<file path="src/source/idremap_consts.svh">
// AXI ID remapper constants
`ifndef IDREMAP_CONSTS_SVH
`define IDREMAP_CONSTS_SVH

// Upstream and downstream ID widths
`define ID_IN_WIDTH 4
`define ID_OUT_WIDTH 3

// Output IDs per direction, also the burst limit of one entry
`define TABLE_SIZE 4
`define IDX_WIDTH 2

// Wide enough to hold TABLE_SIZE itself
`define CNT_WIDTH 3

// Request and data payload widths
`define ADDR_WIDTH 16
`define DATA_WIDTH 32

`endif

</file>
<file path="src/source/axi_chan_pkg.sv">
// AXI channel payload types
`default_nettype none
`include "idremap_consts.svh"

package axi_chan_pkg;

  typedef logic [`ID_IN_WIDTH-1:0] id_in_t;
  typedef logic [`ID_OUT_WIDTH-1:0] id_out_t;

  typedef enum logic [1:0] {
    OKAY   = 2'b00,
    EXOKAY = 2'b01,
    SLVERR = 2'b10,
    DECERR = 2'b11
  } resp_e;

  // Request fields that are forwarded untouched on AW and AR
  typedef struct packed {
    logic [`ADDR_WIDTH-1:0] addr;
    logic [7:0]             len;
  } ax_payload_t;

  typedef struct packed {
    logic [`DATA_WIDTH-1:0]   data;
    logic [`DATA_WIDTH/8-1:0] strb;
    logic                     last;
  } w_beat_t;

  typedef struct packed {
    resp_e resp;
  } b_payload_t;

  typedef struct packed {
    logic [`DATA_WIDTH-1:0] data;
    resp_e                  resp;
    logic                   last;
  } r_beat_t;

endpackage

`default_nettype wire

</file>
<file path="src/source/remap_pkg.sv">
// Remap table and controller types
`default_nettype none
`include "idremap_consts.svh"

package remap_pkg;

  typedef logic [`IDX_WIDTH-1:0] idx_t;
  typedef logic [`CNT_WIDTH-1:0] cnt_t;

  // One entry per output ID
  typedef struct packed {
    axi_chan_pkg::id_in_t inp_id;
    cnt_t                 cnt;
  } table_entry_t;

  typedef enum logic [1:0] {
    READY,
    HOLD_AR,
    HOLD_AW,
    HOLD_AX
  } remap_state_e;

  // Lowest set bit wins, an all-zero vector gives index zero
  function automatic idx_t lowest_index(input logic [`TABLE_SIZE-1:0] vec);
    idx_t idx;
    idx = '0;
    for (int i = `TABLE_SIZE - 1; i >= 0; i--) begin
      if (vec[i]) begin
        idx = idx_t'(i);
      end
    end
    return idx;
  endfunction

endpackage

`default_nettype wire

</file>
<file path="src/source/remap_table.sv">
// ID remap table
`timescale 1ns/10ps
`default_nettype none
`include "idremap_consts.svh"

module remap_table (
  input  wire logic                 clk_i,
  input  wire logic                 rst_ni,
  input  wire axi_chan_pkg::id_in_t lookup_id_i,
  input  wire logic                 push_i,
  input  wire remap_pkg::idx_t      push_idx_i,
  input  wire axi_chan_pkg::id_in_t push_id_i,
  input  wire logic                 pop_i,
  input  wire remap_pkg::idx_t      pop_idx_i,
  output remap_pkg::idx_t           free_o,
  output logic                      full_o,
  output logic                      exists_o,
  output remap_pkg::idx_t           exists_idx_o,
  output logic                      exists_full_o,
  output axi_chan_pkg::id_in_t      pop_id_o
);

  remap_pkg::table_entry_t table_q [`TABLE_SIZE];
  remap_pkg::table_entry_t table_d [`TABLE_SIZE];

  logic [`TABLE_SIZE-1:0] free_vec;
  logic [`TABLE_SIZE-1:0] match_vec;

  // An entry is free when nothing is in flight on its output ID
  always_comb begin
    for (int i = 0; i < `TABLE_SIZE; i++) begin
      free_vec[i]  = (table_q[i].cnt == '0);
      match_vec[i] = (table_q[i].cnt != '0) && (table_q[i].inp_id == lookup_id_i);
    end
  end

  assign free_o        = remap_pkg::lowest_index(free_vec);
  assign full_o        = ~|free_vec;
  assign exists_o      = |match_vec;
  assign exists_idx_o  = remap_pkg::lowest_index(match_vec);
  assign exists_full_o = (table_q[exists_idx_o].cnt == remap_pkg::cnt_t'(`TABLE_SIZE));

  // Responses look up the input ID that owns their output ID
  assign pop_id_o = table_q[pop_idx_i].inp_id;

  // Push and pop may hit the same entry in one cycle and then cancel out
  always_comb begin
    for (int i = 0; i < `TABLE_SIZE; i++) begin
      table_d[i] = table_q[i];
    end
    if (push_i) begin
      table_d[push_idx_i].inp_id = push_id_i;
      table_d[push_idx_i].cnt    = table_d[push_idx_i].cnt + remap_pkg::cnt_t'(1);
    end
    if (pop_i) begin
      table_d[pop_idx_i].cnt = table_d[pop_idx_i].cnt - remap_pkg::cnt_t'(1);
    end
  end

  always_ff @(posedge clk_i or negedge rst_ni) begin
    if (!rst_ni) begin
      for (int i = 0; i < `TABLE_SIZE; i++) begin
        table_q[i] <= '0;
      end
    end else begin
      for (int i = 0; i < `TABLE_SIZE; i++) begin
        table_q[i] <= table_d[i];
      end
    end
  end

  // The controller must only reuse an entry that belongs to the same input ID
  a_push_target: assert property (@(posedge clk_i) disable iff (!rst_ni)
      push_i |-> (table_q[push_idx_i].cnt == '0) ||
                 (table_q[push_idx_i].inp_id == push_id_i))
    else $error("push to an entry owned by another input ID");

  a_push_limit: assert property (@(posedge clk_i) disable iff (!rst_ni)
      push_i |-> table_q[push_idx_i].cnt < remap_pkg::cnt_t'(`TABLE_SIZE))
    else $error("push beyond the in-flight limit of an entry");

  // A response on an idle output ID means the downstream side is broken
  a_pop_nonzero: assert property (@(posedge clk_i) disable iff (!rst_ni)
      pop_i |-> table_q[pop_idx_i].cnt != '0)
    else $error("pop on an entry with nothing in flight");

  a_unique: assert property (@(posedge clk_i) disable iff (!rst_ni)
      $onehot0(match_vec))
    else $error("input ID held by more than one entry");

endmodule

`default_nettype wire

</file>
<file path="src/source/id_remap_ctrl.sv">
// ID remap request controller
`timescale 1ns/10ps
`default_nettype none

module id_remap_ctrl (
  input  wire logic                 clk_i,
  input  wire logic                 rst_ni,
  input  wire logic                 aw_valid_i,
  input  wire axi_chan_pkg::id_in_t aw_id_i,
  input  wire logic                 ar_valid_i,
  input  wire axi_chan_pkg::id_in_t ar_id_i,
  input  wire logic                 m_aw_ready_i,
  input  wire logic                 m_ar_ready_i,
  input  wire remap_pkg::idx_t      wr_free_i,
  input  wire logic                 wr_full_i,
  input  wire logic                 wr_exists_i,
  input  wire remap_pkg::idx_t      wr_exists_idx_i,
  input  wire logic                 wr_exists_full_i,
  input  wire remap_pkg::idx_t      rd_free_i,
  input  wire logic                 rd_full_i,
  input  wire logic                 rd_exists_i,
  input  wire remap_pkg::idx_t      rd_exists_idx_i,
  input  wire logic                 rd_exists_full_i,
  output logic                      aw_ready_o,
  output logic                      ar_ready_o,
  output logic                      m_aw_valid_o,
  output logic                      m_ar_valid_o,
  output axi_chan_pkg::id_out_t     m_aw_id_o,
  output axi_chan_pkg::id_out_t     m_ar_id_o,
  output logic                      wr_push_o,
  output remap_pkg::idx_t           wr_push_idx_o,
  output logic                      rd_push_o,
  output remap_pkg::idx_t           rd_push_idx_o
);

  remap_pkg::remap_state_e state_q, state_d;
  remap_pkg::idx_t         aw_idx_q, aw_idx_d, aw_idx;
  remap_pkg::idx_t         ar_idx_q, ar_idx_d, ar_idx;
  logic                    aw_ok, ar_ok;

  // Room exists either in the matching entry or in a free one
  assign aw_ok = wr_exists_i ? !wr_exists_full_i : !wr_full_i;
  assign ar_ok = rd_exists_i ? !rd_exists_full_i : !rd_full_i;

  always_comb begin
    state_d      = state_q;
    aw_idx_d     = aw_idx_q;
    ar_idx_d     = ar_idx_q;
    aw_idx       = aw_idx_q;
    ar_idx       = ar_idx_q;
    m_aw_valid_o = 1'b0;
    m_ar_valid_o = 1'b0;
    wr_push_o    = 1'b0;
    rd_push_o    = 1'b0;
    case (state_q)
      remap_pkg::READY: begin
        // Reads and writes are admitted independently of each other
        if (ar_valid_i && ar_ok) begin
          ar_idx       = rd_exists_i ? rd_exists_idx_i : rd_free_i;
          m_ar_valid_o = 1'b1;
          rd_push_o    = 1'b1;
        end
        if (aw_valid_i && aw_ok) begin
          aw_idx       = wr_exists_i ? wr_exists_idx_i : wr_free_i;
          m_aw_valid_o = 1'b1;
          wr_push_o    = 1'b1;
        end
        // A stalled request is already in the table, so only its ID is kept
        if (m_ar_valid_o && !m_ar_ready_i) begin
          ar_idx_d = ar_idx;
        end
        if (m_aw_valid_o && !m_aw_ready_i) begin
          aw_idx_d = aw_idx;
        end
        if (m_ar_valid_o && !m_ar_ready_i && m_aw_valid_o && !m_aw_ready_i) begin
          state_d = remap_pkg::HOLD_AX;
        end else if (m_ar_valid_o && !m_ar_ready_i) begin
          state_d = remap_pkg::HOLD_AR;
        end else if (m_aw_valid_o && !m_aw_ready_i) begin
          state_d = remap_pkg::HOLD_AW;
        end
      end
      remap_pkg::HOLD_AR: begin
        m_ar_valid_o = 1'b1;
        if (m_ar_ready_i) begin
          state_d = remap_pkg::READY;
        end
      end
      remap_pkg::HOLD_AW: begin
        m_aw_valid_o = 1'b1;
        if (m_aw_ready_i) begin
          state_d = remap_pkg::READY;
        end
      end
      default: begin
        m_ar_valid_o = 1'b1;
        m_aw_valid_o = 1'b1;
        if (m_ar_ready_i && m_aw_ready_i) begin
          state_d = remap_pkg::READY;
        end else if (m_ar_ready_i) begin
          state_d = remap_pkg::HOLD_AW;
        end else if (m_aw_ready_i) begin
          state_d = remap_pkg::HOLD_AR;
        end
      end
    endcase
  end

  // Upstream completes exactly when downstream does
  assign aw_ready_o    = m_aw_valid_o && m_aw_ready_i;
  assign ar_ready_o    = m_ar_valid_o && m_ar_ready_i;
  assign wr_push_idx_o = aw_idx;
  assign rd_push_idx_o = ar_idx;
  assign m_aw_id_o     = axi_chan_pkg::id_out_t'(aw_idx);
  assign m_ar_id_o     = axi_chan_pkg::id_out_t'(ar_idx);

  always_ff @(posedge clk_i or negedge rst_ni) begin
    if (!rst_ni) begin
      state_q  <= remap_pkg::READY;
      aw_idx_q <= '0;
      ar_idx_q <= '0;
    end else begin
      state_q  <= state_d;
      aw_idx_q <= aw_idx_d;
      ar_idx_q <= ar_idx_d;
    end
  end

  // The held output ID must keep pointing at the entry pushed for this input ID
  a_aw_stall: assert property (@(posedge clk_i) disable iff (!rst_ni)
      m_aw_valid_o && !m_aw_ready_i |=>
        m_aw_valid_o && $stable(m_aw_id_o) && $stable(aw_id_i))
    else $error("stalled AW changed its ID or dropped valid");

  a_ar_stall: assert property (@(posedge clk_i) disable iff (!rst_ni)
      m_ar_valid_o && !m_ar_ready_i |=>
        m_ar_valid_o && $stable(m_ar_id_o) && $stable(ar_id_i))
    else $error("stalled AR changed its ID or dropped valid");

  // A downstream handshake is only legal while the master still presents its request
  a_aw_hs: assert property (@(posedge clk_i) disable iff (!rst_ni)
      m_aw_valid_o && m_aw_ready_i |-> aw_valid_i)
    else $error("downstream AW handshake without an upstream request");

  a_ar_hs: assert property (@(posedge clk_i) disable iff (!rst_ni)
      m_ar_valid_o && m_ar_ready_i |-> ar_valid_i)
    else $error("downstream AR handshake without an upstream request");

endmodule

`default_nettype wire

</file>
<file path="src/source/axi_id_remap.sv">
// AXI ID remapper top level
`timescale 1ns/10ps
`default_nettype none
`include "idremap_consts.svh"

module axi_id_remap (
  input  wire logic                      clk_i,
  input  wire logic                      rst_ni,
  input  wire logic                      aw_valid_i,
  input  wire axi_chan_pkg::id_in_t      aw_id_i,
  input  wire axi_chan_pkg::ax_payload_t aw_payload_i,
  output logic                           aw_ready_o,
  input  wire logic                      ar_valid_i,
  input  wire axi_chan_pkg::id_in_t      ar_id_i,
  input  wire axi_chan_pkg::ax_payload_t ar_payload_i,
  output logic                           ar_ready_o,
  input  wire logic                      w_valid_i,
  input  wire axi_chan_pkg::w_beat_t     w_beat_i,
  output logic                           w_ready_o,
  output logic                           b_valid_o,
  output axi_chan_pkg::id_in_t           b_id_o,
  output axi_chan_pkg::b_payload_t       b_payload_o,
  input  wire logic                      b_ready_i,
  output logic                           r_valid_o,
  output axi_chan_pkg::id_in_t           r_id_o,
  output axi_chan_pkg::r_beat_t          r_beat_o,
  input  wire logic                      r_ready_i,
  output logic                           m_aw_valid_o,
  output axi_chan_pkg::id_out_t          m_aw_id_o,
  output axi_chan_pkg::ax_payload_t      m_aw_payload_o,
  input  wire logic                      m_aw_ready_i,
  output logic                           m_ar_valid_o,
  output axi_chan_pkg::id_out_t          m_ar_id_o,
  output axi_chan_pkg::ax_payload_t      m_ar_payload_o,
  input  wire logic                      m_ar_ready_i,
  output logic                           m_w_valid_o,
  output axi_chan_pkg::w_beat_t          m_w_beat_o,
  input  wire logic                      m_w_ready_i,
  input  wire logic                      m_b_valid_i,
  input  wire axi_chan_pkg::id_out_t     m_b_id_i,
  input  wire axi_chan_pkg::b_payload_t  m_b_payload_i,
  output logic                           m_b_ready_o,
  input  wire logic                      m_r_valid_i,
  input  wire axi_chan_pkg::id_out_t     m_r_id_i,
  input  wire axi_chan_pkg::r_beat_t     m_r_beat_i,
  output logic                           m_r_ready_o
);

  remap_pkg::idx_t wr_free, wr_exists_idx, wr_push_idx, wr_pop_idx;
  remap_pkg::idx_t rd_free, rd_exists_idx, rd_push_idx, rd_pop_idx;
  logic            wr_full, wr_exists, wr_exists_full, wr_push, wr_pop;
  logic            rd_full, rd_exists, rd_exists_full, rd_push, rd_pop;

  // Only the IDs are touched, everything else goes straight through
  assign m_aw_payload_o = aw_payload_i;
  assign m_ar_payload_o = ar_payload_i;
  assign m_w_valid_o    = w_valid_i;
  assign m_w_beat_o     = w_beat_i;
  assign w_ready_o      = m_w_ready_i;
  assign b_valid_o      = m_b_valid_i;
  assign b_payload_o    = m_b_payload_i;
  assign m_b_ready_o    = b_ready_i;
  assign r_valid_o      = m_r_valid_i;
  assign r_beat_o       = m_r_beat_i;
  assign m_r_ready_o    = r_ready_i;

  // Every B ends a write burst, only the last R beat ends a read burst
  assign wr_pop     = m_b_valid_i && b_ready_i;
  assign rd_pop     = m_r_valid_i && r_ready_i && m_r_beat_i.last;
  assign wr_pop_idx = m_b_id_i[`IDX_WIDTH-1:0];
  assign rd_pop_idx = m_r_id_i[`IDX_WIDTH-1:0];

  remap_table wr_table (
    .clk_i         (clk_i),
    .rst_ni        (rst_ni),
    .lookup_id_i   (aw_id_i),
    .push_i        (wr_push),
    .push_idx_i    (wr_push_idx),
    .push_id_i     (aw_id_i),
    .pop_i         (wr_pop),
    .pop_idx_i     (wr_pop_idx),
    .free_o        (wr_free),
    .full_o        (wr_full),
    .exists_o      (wr_exists),
    .exists_idx_o  (wr_exists_idx),
    .exists_full_o (wr_exists_full),
    .pop_id_o      (b_id_o)
  );

  remap_table rd_table (
    .clk_i         (clk_i),
    .rst_ni        (rst_ni),
    .lookup_id_i   (ar_id_i),
    .push_i        (rd_push),
    .push_idx_i    (rd_push_idx),
    .push_id_i     (ar_id_i),
    .pop_i         (rd_pop),
    .pop_idx_i     (rd_pop_idx),
    .free_o        (rd_free),
    .full_o        (rd_full),
    .exists_o      (rd_exists),
    .exists_idx_o  (rd_exists_idx),
    .exists_full_o (rd_exists_full),
    .pop_id_o      (r_id_o)
  );

  id_remap_ctrl ctrl (
    .clk_i            (clk_i),
    .rst_ni           (rst_ni),
    .aw_valid_i       (aw_valid_i),
    .aw_id_i          (aw_id_i),
    .ar_valid_i       (ar_valid_i),
    .ar_id_i          (ar_id_i),
    .m_aw_ready_i     (m_aw_ready_i),
    .m_ar_ready_i     (m_ar_ready_i),
    .wr_free_i        (wr_free),
    .wr_full_i        (wr_full),
    .wr_exists_i      (wr_exists),
    .wr_exists_idx_i  (wr_exists_idx),
    .wr_exists_full_i (wr_exists_full),
    .rd_free_i        (rd_free),
    .rd_full_i        (rd_full),
    .rd_exists_i      (rd_exists),
    .rd_exists_idx_i  (rd_exists_idx),
    .rd_exists_full_i (rd_exists_full),
    .aw_ready_o       (aw_ready_o),
    .ar_ready_o       (ar_ready_o),
    .m_aw_valid_o     (m_aw_valid_o),
    .m_ar_valid_o     (m_ar_valid_o),
    .m_aw_id_o        (m_aw_id_o),
    .m_ar_id_o        (m_ar_id_o),
    .wr_push_o        (wr_push),
    .wr_push_idx_o    (wr_push_idx),
    .rd_push_o        (rd_push),
    .rd_push_idx_o    (rd_push_idx)
  );

endmodule

`default_nettype wire

</file>
<file path="config.mk">
export PLATFORM = sky130hd
export DESIGN_NAME = axi_id_remap
export DESIGN_NICKNAME = d
export VERILOG_FILES = /design/src/source/axi_chan_pkg.sv /design/src/source/remap_pkg.sv /design/src/source/remap_table.sv /design/src/source/id_remap_ctrl.sv /design/src/source/axi_id_remap.sv
export VERILOG_INCLUDE_DIRS = /design/src /design/src/source
export SDC_FILE = /design/constraint.sdc
export NUM_CORES = 1
export LEC_CHECK = 0
export CORE_AREA = 8 8 107 109
export DETAILED_ROUTE_END_ITERATION = 10
export DIE_AREA = 0 0 115 117
export DONT_BUFFER_PORTS = 1
export GPL_ROUTABILITY_DRIVEN = 0
export PLACE_DENSITY_LB_ADDON = 0.05
export SYNTH_ARGS = -nofsm -noshare
export SYNTH_HDL_FRONTEND = slang
export SYNTH_SLANG_ARGS = --single-unit
</file>
<file path="constraint.sdc">
create_clock -name clk_i -period 6.1 [get_ports clk_i]
set_input_delay 0.61 -clock clk_i [delete_from_list [all_inputs] [get_ports clk_i]]
set_output_delay 0.61 -clock clk_i [all_outputs]
set_load 0.01 [all_outputs]
</file>
==> impl_metrics.ini, run 1 <==
[status]
outcome = completed

[yosys]
ys.flop_type = dfrtp_1
synth_top_area_frac = 0.287
yosysTopAreaCell = dfrtp_1
seq_area_frac_synth = 0.287
syn_area_mm2 = 0.00541
synthCells = 541
avgSynthCellArea_um2 = 10.0
yosysWarnings = 0
ys_types = 78
ys_ff_latch = 62
synth_edf_count = 0
async_reset_ff_frac = 1.00
synth.area.top_cells = dfrtp_1, buf_4, mux2_2

[min_path]
hold_path.class = input port to asynchronous set/reset pin

[sta]
tightestPinTransition_ns = 0.733
finalMaxSlewViolations = 0
clock_skew_ns = 0.0111
hold_violations = 0
fin_crit_ns = 4.88
max_freq_mhz = 205
fin_crit_sh = 0.800
setup_viol = 0
fin_setup_tns_ns = 0
slew_headroom = 0.509
rsz0062_at_grt = false

[worst_setup_path]
required_ns = 6.33
start_kind = flip-flop
end_kind = flip-flop
worstSetupPathType = flip-flop to flip-flop
critPathMaxFanout = 7
reg2reg_depth = 18
crit_arrival_ns = 5.11

[clock_tree]
holdBufCountCts = 1
insertion_delay_ns = 0.35
post_cts_resize_count = 0
cts-root-buf = clkbuf_8
cts_buffer_depth = 2
numCtsBuffers = 9
tritoncts = done
post_cts_buffers = 0
cts_sinks = 62
cts_max_level = 3
clk_pin_slew_ns = 0.08

[grt]
grt_max_degree = 63
grt_pass1_vias = 3414
antenna_found_initial = 0
grt_pass1_wl_um = 20400
grt.total_usage = 0.208
gr-total-overflow = 0

[place]
port-buffer-count = 0
place_area_mm2 = 0.00448
dp_hpwl_um = 10700

[power_and_ir_drop]
power_leakage_uw = 0.00194
p_total_uw = 2940
p_clk_frac = 0.144
p_sw_frac = 0.451
p_comb_frac = 0.568
switchingPower_uw = 1330
intPower_uw = 1620
ir_drop_uv = 267
p_per_area_mw_per_mm2 = 622
seqPwrFrac = 0.288

[floorplan]
coreArea_mm2 = 0.00991
pin_count = 294
rows = 37
die_area_mm2 = 0.0135
die_height_um = 117
dieWidth_um = 115
start_util = 0.546

[layout]
nets = 559
layout_commonest_cell = dfrtp_1
drive_above_1_share = 0.248
regArea_mm2 = 0.00155
final_cell_mix = dfrtp_1, xor2_1, nand2_1, mux2_2
fin_area_mm2 = 0.00474
nFillCells = 947
multiInputGateArea_mm2 = 0.00272
area_growth_pct = -12.5
n_antenna_cell = 0

[route]
drtIter0Drc = 103
wire_per_inst_um = 24.8
via_count = 3227
ant_nets = 0
drc = 0
routed_via_density = 5.89
wirelength_um = 13600
drt_pre_antenna_iters = 4

[flow_run]
maxCapViolCount = 0
==> synthesized netlist by cell type, types with 3 or more instances <==
library cell	instances
or3_1	8
nor2b_1	5
inv_1	10
mux4_2	11
o21ai_0	5
nand3b_1	3
and2_1	4
nand2_2	3
ha_1	4
dfrtp_1	62
xor2_2	3
nor4_2	3
nand2_1	33
buf_2	5
buf_6	6
buf_4	132
mux2i_1	24
a21oi_1	7
xor2_1	37
o21ai_1	3
o21ai_2	4
a211oi_1	3
nor3_1	9
xnor2_1	18
nand3_1	12
nor2_1	24
mux2_2	31
a32oi_1	4
and2b_2	4
nand4_1	3
==> power groups by stage <==
stage                     clock network, µW  registers [µW]  logic (µW)
after floorplan                           0             781        1490
after global placement                    0             852        1650
after detailed placement                  0             856        1670
after CTS                               437             849        1690
after global routing                    457             879        1860
final                                   424             848        1670
==> cell type report <==
| cell class | count | share of cell area |
|---|---|---|
| Timing Repair Buffer | 1 | 0.00581 |
| Tap cell | 136 | 0.0359 |
| Clock buffer | 10 | 0.0291 |
| Multi-Input combinational cell | 323 | 0.574 |
| Sequential cell | 62 | 0.328 |
| Clock inverter | 6 | 0.0198 |
| Inverter | 10 | 0.00793 |
==> per-layer routing <==
metal	global-route usage	wire, µm	part of all wire
met1	0.210	4870	0.36
met5	0	0	0
met2	0.299	5840	0.43
met4	0.0779	292	0.022
met3	0.187	2570	0.19
==> final timing paths <==
check / startpoint / to / slack, ns
worst max-delay path: flip-flop / wr_table.table_q[9] / 1.22
worst min-delay path: rst_ni / asynchronous set/reset pin / 0.13
worst min register to register: ctrl.aw_idx_q[0] / ctrl.aw_idx_q[0] / 0.52
min in group clk_i: m_ar_ready_i / ctrl.state_q[0] / 0.32
worst max register to register: flip-flop / wr_table.table_q[9] / 1.22
max in group asynchronous: rst_ni / ctrl.aw_idx_q[0] / 5.69
==> cell families after synthesis <==
family | after synthesis | share of synthesized area
buffers and inverters | 157 | 0.212
adders and majority gates | 4 | 0.00925
AOI/OAI and AO/OA | 56 | 0.0853
and+or+nand+nor | 135 | 0.146
xor gates and xnor gates | 59 | 0.103
DFF | 62 | 0.287
other | 1 | 0.000693
muxes | 67 | 0.157
==> worst max-delay path, cell delays in order (launching register included) <==
cell and delay (ns):
dfrtp_1 0.40, xor2_1 0.19, nor4_2 0.48, a22oi_1 0.23
a41o_1 0.28, a31oi_1 0.24, and2b_2 0.25, mux2i_1 0.61
nor2b_1 0.11, a211oi_1 0.26, a21oi_1 0.07, ha_1 0.36
mux2i_1 0.12, mux4_2 0.49, ha_1 0.22, nand2b_1 0.09
nor2_1 0.06, xor2_1 0.15, xnor2_1 0.14
==> per-stage QoR <==
stage          cells  hold WS [ns]  utilization  setup WS, ns
6_report         548         0.131        0.478          1.22
5_1_grt          548         0.135        0.478         0.736
4_1_cts          548         0.127        0.478          1.19
3_5_place_dp     531         0.317        0.452          1.05
3_3_place_gp     531         0.317        0.452          1.14
2_1_floorplan    542         0.314            -          1.61
Note: power is estimated with default switching activity, not from simulation.
==> run 2, diff against run 1 <==
==> constraint.sdc (replaced) <==
create_clock -name clk_i -period 4.89 [get_ports clk_i]
set_input_delay 0.489 -clock clk_i [delete_from_list [all_inputs] [get_ports clk_i]]
set_output_delay 0.489 -clock clk_i [all_outputs]
set_load 0.01 [all_outputs]
==> impl_metrics.ini, run 2 (synthesized netlist as in run 1, its figures left out) <==
[grt]
grt_pass1_wl_um = 20400
gr-total-overflow = 0
grt_max_degree = 63
grt_pass1_vias = 3406
antenna_found_initial = 0
grt.total_usage = 0.205

[sta]
fin_crit_ns = 4.50
rsz0062_at_grt = false
fin_crit_sh = 0.921
tightestPinTransition_ns = 0.689
max_freq_mhz = 222
finalMaxSlewViolations = 0
clock_skew_ns = 0.0170
slew_headroom = 0.538
hold_violations = 0
fin_setup_tns_ns = 0
setup_viol = 0

[worst_setup_path]
crit_arrival_ns = 4.77
critPathSlowestCell = nor4_1
reg2reg_depth = 19
worst_path_largest_cell_delay_ns = 0.49
r2r_setup_slack_ns = 0.39
rr_endpoint = wr_table.table_q[16]
crit_chain = xor2_1 -> nor4_1 -> a22oi_1 -> a41o_1 -> a31oi_1 -> and2b_2 -> mux2i_1 -> buf_4 -> nor2b_1 -> a211oi_1 -> a21oi_1 -> ha_1 -> mux2i_1 -> mux4_2 -> ha_1 -> nand2_1 -> nor2_1 -> xnor2_1 -> xor2_1
end_kind = flip-flop
crit_family = compound AO/OA/AOI/OAI gates
worstSetupPathType = flip-flop to flip-flop
required_ns = 5.16
cp_num_buf_inv = 1
start_kind = flip-flop
critPathMaxFanout = 7

[layout]
drive_above_1_share = 0.253
n_antenna_cell = 0
nets = 562
final_cell_mix = dfrtp_1, xor2_1, nand2_1, mux2_2
layout_commonest_cell = dfrtp_1
area_growth_pct = -12.6
nFillCells = 965
instances_no_fill = 551

[clock_tree]
numCtsBuffers = 9
post_cts_resize_count = 0
cts-root-buf = clkbuf_8
cts_sinks = 62
tritoncts = done
clk_pin_slew_ns = 0.09
post_cts_buffers = 0
insertion_delay_ns = 0.35
cts_buffer_depth = 2
cts_max_level = 3

[route]
ant_nets = 0
drc = 0
wirelength_um = 13500
drtIter0Drc = 143
routed_via_density = 5.89
drt_pre_antenna_iters = 4
via_count = 3246
wire_per_inst_um = 24.6

[power_and_ir_drop]
p_sw_frac = 0.457
p_comb_frac = 0.578
seqPwrFrac = 0.290
p_total_uw = 3640
switchingPower_uw = 1660
ir_drop_uv = 366
p_clk_frac = 0.131
p_per_area_mw_per_mm2 = 769
intPower_uw = 1980
power_leakage_uw = 0.00194

[floorplan]
coreArea_mm2 = 0.00991
rows = 37
start_util = 0.546
pin_count = 294
die_area_mm2 = 0.0135
die_height_um = 117
dieWidth_um = 115

[place]
placed_cells = 534
dp_hpwl_um = 10600
port-buffer-count = 0

[status]
outcome = completed

[flow_run]
maxCapViolCount = 0

[min_path]
hold_path.class = input port to asynchronous set/reset pin
-- run 2: worst max-delay path by stage --
stage                          start                    to  slack, ns  cells after the start
after floorplan           aw_id_i[2]   wr_table.table_q[9]       0.52                     19
after global placement    aw_id_i[2]  wr_table.table_q[23]       0.36                     19
after detailed placement  aw_id_i[2]  wr_table.table_q[16]       0.34                     19
after CTS                  flip-flop  wr_table.table_q[16]       0.38                     19
after global routing       flip-flop  wr_table.table_q[16]       0.04                     19
final                      flip-flop  wr_table.table_q[16]       0.39                     19
-- run 2: cell type report --
class | count | area (µm²) | area share
Sequential cell | 62 | 1550 | 0.328
Inverter | 10 | 37.5 | 0.00793
Tap cell | 136 | 170 | 0.0360
Clock inverter | 7 | 80.1 | 0.0169
Clock buffer | 9 | 124 | 0.0262
Timing Repair Buffer | 4 | 50.0 | 0.0106
Multi-Input combinational cell | 323 | 2720 | 0.574
-- run 2: layer usage --
metal | wire length, µm | vias up | part of all wire | GRT usage
met2 | 5880 | 188 | 0.43 | 0.297
met4 | 219 | 0 | 0.016 | 0.0683
met1 | 4880 | 1560 | 0.36 | 0.210
li1 | - | 1469 | - | -
met3 | 2550 | 29 | 0.19 | 0.181
met5 | 0 | - | 0 | 0
-- run 2: repair_timing --
| item | CTS | global route |
|---|---|---|
| hold endpoints to repair | 62 | 0 |
| setup endpoints to repair | 0 | 0 |
| hold buffers | 1 | 0 |
-- run 2: metrics by stage --
step,worst slack [ns],hold slack (ns),cell area (µm²),utilization
6_report,0.386,0.00268,4730,0.478
5_1_grt,0.0371,0.00597,4730,0.478
4_1_cts,0.381,0.00771,4730,0.478
3_5_place_dp,0.340,0.195,4500,0.454
3_3_place_gp,0.361,0.195,4500,0.454
2_1_floorplan,0.524,0.193,5420,-
-- run 2: power groups by stage --
stage	Sequential, µW	Combinational (µW)	Clock, µW
2_1_floorplan	974	1860	0
3_3_place_gp	1060	2080	0
3_5_place_dp	1070	2100	0
4_1_cts	1060	2120	494
5_1_grt	1100	2330	515
6_report	1060	2110	478
